[src/rv_pkg.sv]
`default_nettype none

package rv_pkg;

  typedef logic [31:0] word_t;
  typedef logic [4:0]  reg_idx_t;
  typedef logic [9:0]  mem_addr_t;

  localparam int MEM_WORDS = 1024;

  localparam logic [6:0] OPC_LUI    = 7'b0110111;
  localparam logic [6:0] OPC_AUIPC  = 7'b0010111;
  localparam logic [6:0] OPC_JAL    = 7'b1101111;
  localparam logic [6:0] OPC_JALR   = 7'b1100111;
  localparam logic [6:0] OPC_BRANCH = 7'b1100011;
  localparam logic [6:0] OPC_LOAD   = 7'b0000011;
  localparam logic [6:0] OPC_STORE  = 7'b0100011;
  localparam logic [6:0] OPC_OPIMM  = 7'b0010011;
  localparam logic [6:0] OPC_OP     = 7'b0110011;

  typedef enum logic [3:0] {
    ALU_ADD, ALU_SUB, ALU_AND, ALU_OR, ALU_XOR,
    ALU_SLL, ALU_SRL, ALU_SRA, ALU_SLT, ALU_SLTU
  } alu_op_t;

  // Encoded as funct3 of the branch
  typedef enum logic [2:0] {
    BR_EQ  = 3'b000,
    BR_NE  = 3'b001,
    BR_LT  = 3'b100,
    BR_GE  = 3'b101,
    BR_LTU = 3'b110,
    BR_GEU = 3'b111
  } br_cond_t;

  typedef struct packed {
    logic     reg_write;
    logic     load;
    logic     store;
    logic     branch;
    logic     jump;     // jal and jalr
    logic     jalr;
    logic     use_imm;
    logic     pc_src;   // PC as operand a
    alu_op_t  alu_op;
    br_cond_t br_cond;
  } ctrl_t;

  typedef enum logic [2:0] {IF, ID, EX, MEM, WB} stage_t;

  typedef enum logic [1:0] {RESET, WAIT, RUNNING} core_state_t;

  typedef struct packed {
    logic      req;
    logic      we;
    mem_addr_t addr;
    word_t     wdata;
  } mem_req_t;

endpackage

`default_nettype wire

[src/design/mem_arbiter.sv]
`timescale 1ns/10ps
`default_nettype none

module mem_arbiter (
  input  logic             clk,
  input  logic             rst,
  input  rv_pkg::mem_req_t load_req_i,
  input  rv_pkg::mem_req_t data_req_i,
  input  rv_pkg::mem_req_t fetch_req_i,
  output logic             load_ready_o,
  output logic             data_ready_o,
  output logic             fetch_ready_o,
  output rv_pkg::mem_req_t mem_req_o
);

  logic load_win;
  logic data_win;
  logic fetch_win;

  // A peer whose ready pulses now is still holding the finished request
  assign load_win  = load_req_i.req && !load_ready_o;
  assign data_win  = data_req_i.req && !data_ready_o && !load_win;
  assign fetch_win = fetch_req_i.req && !fetch_ready_o && !load_win && !data_win;

  always_comb begin
    if (load_win)       mem_req_o = load_req_i;
    else if (data_win)  mem_req_o = data_req_i;
    else if (fetch_win) mem_req_o = fetch_req_i;
    else                mem_req_o = '0;
  end

  always_ff @(posedge clk or posedge rst) begin
    if (rst) begin
      load_ready_o  <= 1'b0;
      data_ready_o  <= 1'b0;
      fetch_ready_o <= 1'b0;
    end else begin
      load_ready_o  <= load_win;
      data_ready_o  <= data_win;
      fetch_ready_o <= fetch_win;
    end
  end

  // Data peer keeps its request up through its ready
  a_one_ready: assert property (@(posedge clk) disable iff (rst)
    $onehot0({load_ready_o, data_ready_o, fetch_ready_o}) &&
    (!data_ready_o || data_req_i.req));

endmodule

`default_nettype wire

[config.mk]
export PLATFORM = sky130hd
export DESIGN_NAME = mem_arbiter
export DESIGN_NICKNAME = d
export VERILOG_FILES = /design/src/rv_pkg.sv /design/src/design/mem_arbiter.sv
export SDC_FILE = /design/constraint.sdc
export NUM_CORES = 1
export LEC_CHECK = 0
export BUFFER_PORTS_ARGS = -buffer_cell sky130_fd_sc_hd__buf_2
export CORE_AREA = 10 10 77 79
export DETAILED_ROUTE_END_ITERATION = 16
export DIE_AREA = 0 0 87 89
export GPL_ROUTABILITY_DRIVEN = 1
export GPL_TIMING_DRIVEN = 0
export PLACE_DENSITY_LB_ADDON = 0.12
export RECOVER_POWER = 50
export SYNTH_ARGS = -nofsm -noshare
export SYNTH_HDL_FRONTEND = slang
export SYNTH_SLANG_ARGS = --single-unit
[constraint.sdc]
create_clock -name clk -period 1.2 [get_ports clk]
set_clock_uncertainty 0.15 [all_clocks]
set_input_delay 0.12 -clock clk [delete_from_list [all_inputs] [get_ports clk]]
set_output_delay 0.12 -clock clk [all_outputs]
set_load 0.02 [all_outputs]
## After elaboration in Yosys (flattened, before gate mapping)

Cells that the tools add are included.

- Input port bits: 134
- Output and inout port bits: 47
- Word-level logic and storage cells: 17
- Register bits after elaboration: 3

- Muxes and demuxes: 3
- Reduce and logical (&&, ||, !) cells: 11

Operators by type and width:

| operator | number |
|---|---|
| $mux W44 | 3 |
| $logic_and A1 B1 Y1 | 6 |
| $logic_not A1 Y1 | 5 |

## Longest topological paths before layout

Gate-level depths: netlist (run 1).

- Depth in word-level cells: 9
- Mapped depth: 6
- Depth with buffers taken out: 4

## Least setup slack after synthesis (run 1)

No wires, ideal clock.

- Kind: register to output
- Start point: register load_ready_o
- End point: output port mem_req_o[10] (netlist name)
- Setup slack: -0.416 ns
- Required time: 0.930 ns
- Arrival: 1.346 ns
- Cell stages (with the launch flop): 7
- Buffers on the path: 2
- Cells stage by stage: dfrtp_1 -> nand2b_4 -> buf_6 -> inv_6 -> buf_4 -> a21oi_1 -> a21oi_1

RTL lines:

| item | line | RTL |
|---|---|---|
| start, declared | mem_arbiter.sv:10 | `output logic load_ready_o,` |
| start signal, assigned | mem_arbiter.sv:38 | `load_ready_o <= load_win;` |
| end, declared | mem_arbiter.sv:13 | `output rv_pkg::mem_req_t mem_req_o` |

==> results.md, run 1 <==
- Status: finished, violations left
- Failing checks: negative setup slack
- Die Ht: 89 um
- Initial antenna violation count: 0
- Family with the most delay on the worst path: buffers and inverters
- Mux contribution to synthesized area: 0%
- N_diodes: 0
- Largest net degree at the start of global routing: 11
- Maximum VDD drop: 438.2 uV
- Final Hold Fails: 0
- Via count: 2375
- Drt drc: 0
- Initial Util: 24.36%
- Core Area: 4536 um^2
- Seq cells post-synth: 3
- Post-Synth Adder-Cell Area: 0%
- Async SR Flop Fraction: 100.0%
- Synth Instances: 208
- Fmax: 0.5705 GHz
- Share of cells above drive strength 1: 83.41%
- Global-route wire length before repair: 12530 um
- Setup ws final: -0.5528 ns
- Final Max Tran Viols: 0
- Total Wirelength: 8860 um
- Final min period: 1.753 ns
- Drt initial violations: 46
- Cell taking the most area after synthesis: a21oi_1
- Die Wd: 87 um
- Post-Synth Simple-Gate Area: 38.51%
- Final worst path period share: 146.1%
- Synth area leaders: a21oi_1 39%, nand3_1 19%, nor2_1 15%
- Setup CP Type: reg2out
- GPL Wtd Cong: 0.7566
- Post-synth top cells: 86 x a21oi_1, 44 x nor2_1, 43 x nand3_1
- CTS Buf Count: 3
- Most frequent cell after synthesis: a21oi_1
- Leakage power: 1.569 nW
- Slew HR: 82.83%
- Syn nets: 342
- CP max stage delay: 0.41 ns
- Crit path DAT: 1.48 ns
- Required time of the worst setup path: 0.93 ns
- Count of cell types in the netlist: 14
- Syn Area/Cell: 5.312 um^2
- Maximum root-to-sink buffer count: 2
- Top_reg_cell synth: dfrtp_1
- CP cell instances: nor2b_4, buf_6, buf_4, nand3_2, a21oi_4, buf_6
- CP endpoint kind: primary output
- I/O Buffers: 180
- Final setup violating endpoints: 45
- Vias in the first global route: 2545
- RSZ-0062 raised after global routing: yes
- Sequential-to-total area share from yosys stat: 6.795%
- Worst-Margin Slew: 0.2576 ns
- Pwr Total: 2.434 mW
- Setup TNS: -22.64 ns
- Nets: 545
- Wire length per cell: 19.09 um
- PD cells: 684.6 nW/um^2
- Max_cap viols: 0
- Area fraction in compound gates after synthesis: 38.96%
- Buf+Inv Stages, Crit Path: 3
- Synth Area in XOR/XNOR: 0%
- Reg clk slew, reported paths: 0.03 ns
- Remaining antenna violation count: 0
- Combinational family with the most area after synthesis: compound AO/OA/AOI/OAI gates
- Crit path top cell by count: buf_6
- DRT Pass-1 Iters: 4
- Via density: 5.119
- Startpoint Class: flip-flop
- Maximum net fanout on the critical path: 5
- CTS tree: built
- Synth-to-layout area growth: 221.9%
- EDFF count, synth: 0
- Num Clock Sinks: 3
- Overall routing resource usage: 19.52%
- Row count: 25
- Die Area: 7743 um^2
- Mapped Area: 1105 um^2
- Post-synth top area share: 38.96%
- H-Tree Depth: 1
- # IOs: 181
- Clk_lat worst skew: 0.21 ns
- Crit-path slowest cell: dfrtp_2
- Synthesis Warnings: 0
- Hold crit path type: in2async
- Grt total ovfl: 0
- Post-DP HPWL: 6161 um
- Clk root buf: clkbuf_8
[power breakdown]
group	switching (mW)	internal (mW)	total, mW
Combinational	1.03	0.999	2.03
Clock	0.0652	0.226	0.292
Sequential	0.00691	0.110	0.117
[repair_timing]
item | 4_1_cts | 5_1_grt
buffers inserted | 6 | 2
endpoints found under the hold margin | 3 | 0
resized for setup | 132 | 68
pin swaps | 3 | 5
hold buffers | 1 | 0
cloned | 7 | 3
endpoints found under the setup margin | 45 | 46
[worst paths after layout]
kind | to | cells past startpoint | startpoint | slack, ns
max | mem_req_o[12] | 6 | fetch_ready_o | -0.55
min | data_ready_o | 3 | rst | 0.18
max reg2reg | fetch_ready_o | 4 | data_ready_o | -0.08
min reg2reg | fetch_ready_o | 2 | load_ready_o | 0.58
max in group asynchronous | fetch_ready_o | 3 | rst | 0.57
min in group clk | fetch_ready_o | 3 | load_req_i[43] | 0.20
[metrics by stage]
| stage | hold slack (ns) | utilization, % | worst slack, ns | std cells | area, um^2 |
|---|---|---|---|---|---|
| 6_report | 0.1811 | 78.40 | -0.5528 | 464 | 3556 |
| 3_3_place_gp | -0.1627 | 56.25 | -0.4013 | 442 | 2551 |
| 4_1_cts | 0.1673 | 70.01 | -0.5508 | 459 | 3176 |
| 2_1_floorplan | -0.2763 | - | -0.2523 | 208 | 1583 |
| 5_1_grt | 0.1981 | 78.40 | -0.6230 | 464 | 3556 |
| 3_5_place_dp | -0.1567 | 56.25 | -0.4164 | 442 | 2551 |
[layout by cell type (no fill, tap or decap), types with 9 or more instances in the layout]
cell type	n
buf_2	139
a21oi_4	44
nor2_1	40
buf_6	38
nand3_2	30
a21oi_2	28
buf_4	24
a21oi_1	14
buf_8	9
nand3_1	9
[registers in the layout (all words and copies together) (netlist names)]
register       count
data_ready_o       1
load_ready_o       1
fetch_ready_o      1
[per-layer routing]
layer  track usage [%]  part of all wire (%)  vias up
met2             35.11                    51      119
met5                 0                     0        -
met4             4.418                  0.71        0
met3             6.563                   9.5        4
met1             21.55                    39     1107
li1                  -                     -     1145
[worst register-to-register path, cell delays in order (launching register included)]
cell and delay, ns:
dfrtp_2 0.41, nand2b_1 0.16, buf_6 0.15, buf_4 0.14, and3_1 0.15
[area by class of cell]
type | instances | area (um^2)
buffer | 23 | 296.5
clock buffer | 4 | 45.04
fill | 322 | 979.7
inverter | 2 | 15.01
multi-input combinational | 180 | 1695
sequential | 3 | 78.83
tap | 54 | 67.56
timing repair buffer | 198 | 1358
[cell families after synthesis]
group / Yosys count
flops: 3
simple gates: 93
compound gates: 86
buf+inv: 26
No activity file was read; power rests on OpenSTA's default activity.
==> run 2, diff against run 1 <==
PLACE_DENSITY = 0.76   (was unset)
PLACE_DENSITY_LB_ADDON = unset   (was 0.12)
==> results.md, run 2 (synthesis gave the netlist of run 1 again) <==
- Status: finished, violations left
- Failing checks: negative setup slack
- DRT Pass-1 Iters: 4 (unchanged)
- Required time of the worst setup path: 0.93 ns (about the same)
- GPL Wtd Cong: 0.7683 (+1.5%)
- R2R setup slack: 0 ns (+0.08 ns)
- Initial antenna violation count: 0 (unchanged)
- RSZ-0062 raised after global routing: yes
- Final worst path period share: 149.0% (+2.9 points)
- Reg clk slew, reported paths: 0.03 ns (about the same)
- Dpl cell area: 2551 um^2 (unchanged)
- Die Area: 7743 um^2 (unchanged)
- Hold crit path type: in2async
- Final setup violating endpoints: 44 (-2.2%)
- Initial Util: 24.36% (unchanged)
- Slew HR: 82.10% (-0.73 points)
- Maximum net fanout on the critical path: 10 (+5)
- Grt total ovfl: 0 (unchanged)
- Fin area: 3324 um^2 (-6.5%)
- WHS: 0.1861 ns (+0.004953 ns)
- CTS Buf Count: 3 (unchanged)
- Nets: 539 (-1.1%)
- Setup CP Type: reg2out
- Reg2Reg Capture Point: data_ready_o
- Startpoint Class: flip-flop
- R2R depth: 4 (unchanged)
- Final min period: 1.788 ns (+0.03483 ns)
- Pwr Total: 2.306 mW (-5.3%)
- Placed Cells: 442 (unchanged)
- CP endpoint kind: primary output
- N_diodes: 0 (unchanged)
- CTS tree: built
- Via density: 5.192 (+1.4%)
- H-Tree Depth: 1 (unchanged)
- Row count: 25 (unchanged)
- Layout Cells excl Fill: 458 (-1.3%)
- Leakage power: 1.484 nW (-5.4%)
- Wire length per cell: 19.24 um (+0.76%)
- Share of cells above drive strength 1: 79.46% (-4.0 points)
- Final Max Tran Viols: 0 (unchanged)
- Remaining antenna violation count: 0 (unchanged)
- Maximum root-to-sink buffer count: 2 (unchanged)
- Post-DP HPWL: 6279 um (+1.9%)
- PD cells: 693.8 nW/um^2 (+1.3%)
- I/O Buffers: 180 (unchanged)
- Vias in the first global route: 2605 (+2.4%)
- Max_cap viols: 0 (unchanged)
- Worst-Margin Slew: 0.2684 ns (+0.01088 ns)
- Total Wirelength: 8812 um (-0.54%)
- Global-route wire length before repair: 12490 um (-0.33%)
- Fmax: 0.5594 GHz (-1.9%)
- Crit path DAT: 1.52 ns (+0.04 ns)
- Synth-to-layout area growth: 200.9%
- Drt initial violations: 38 (-17%)
- Clk root buf: clkbuf_8
- Die Ht: 89 um (unchanged)
- Die Wd: 87 um (unchanged)
- # IOs: 181 (unchanged)
- Setup ws final: -0.5877 ns (-0.03483 ns)
- Overall routing resource usage: 19.72% (+0.19 points)
- Clk_lat worst skew: 0.21 ns (about the same)
- Via count: 2378 (+0.13%)
- Setup TNS: -23.48 ns (-0.8433 ns)
- Drt drc: 0 (unchanged)
- Largest registers: data_ready_o (1), fetch_ready_o (1), load_ready_o (1)
- Commonest cells after routing, fill and taps aside: 140 x buf_2, 46 x a21oi_4, 40 x nor2_1
- Critical R2R Launch: load_ready_o
- Final Hold Fails: 0 (unchanged)
- Num Clock Sinks: 3 (unchanged)
- Core Area: 4536 um^2 (unchanged)
- Largest net degree at the start of global routing: 11 (unchanged)
- Commonest non-fill, non-tap cell in the layout: buf_2
- Maximum VDD drop: 486.3 uV (+11%)
==> run 2: cell count changes in the layout (fill, tap and decap cells not counted), moves of 2 or more <==
cell | before | now
nand3_1 | 9 | 19
buf_6 | 38 | 27
a21oi_1 | 14 | 19
nand3_2 | 30 | 22
nand3_4 | 4 | 2
a21oi_4 | 44 | 46
buf_4 | 24 | 34
buf_12 | 4 | 2
a21oi_2 | 28 | 21
==> run 2: what timing repair did <==
item	4_1_cts	5_1_grt
resized for setup	116	48
buffers inserted	7	1
pin swaps	1	2
hold buffers	1	0
cloned	3	1
endpoints found under the hold margin	3	0
setup endpoints to repair	45	46
==> run 2: cell type report <==
type	instances	area (um^2)
multi-input cells	179	1613
repair buffers	193	1230
fillers	339	1211
plain buffers	23	275.3
flip-flops and latches	3	78.83
well taps	54	67.56
clock buffers	4	45.04
inverters	2	15.01
==> run 2: how the worst max path moves through the flow <==
stage,start,to
after floorplan,fetch_ready_o,mem_req_o[34]
after global placement,fetch_ready_o,mem_req_o[14]
after detailed placement,fetch_ready_o,mem_req_o[16]
after CTS,fetch_ready_o,mem_req_o[37]
after global routing,fetch_ready_o,mem_req_o[9]
final,fetch_ready_o,mem_req_o[9]
==> run 2: stage by stage <==
step                      util, %  setup WS (ns)
after floorplan                 -        -0.2523
after global placement      56.25        -0.4008
after detailed placement    56.25        -0.4257
after CTS                   67.64        -0.5597
after global routing        73.30        -0.6520
final                       73.30        -0.5877
==> run 2: routing by layer <==
layer | track usage (%) | part of all wire, %
met3 | 8.842 | 11
met2 | 38.11 | 55
met5 | 0 | 0
met4 | 4.418 | 1.6
met1 | 18.44 | 33
==> run 2: power by group <==
group / switching, mW / internal, mW
logic: 0.993 / 0.906
clock network: 0.0641 / 0.226
registers: 0.00631 / 0.111
total: 1.06 / 1.24
==> run 2: worst max-delay path: stages, from the launching register on <==
cell and delay (ns):
dfrtp_2 0.41, nor2b_4 0.13, buf_6 0.15, buf_6 0.15, nand3_1 0.14, a21oi_4 0.17, buf_4 0.16
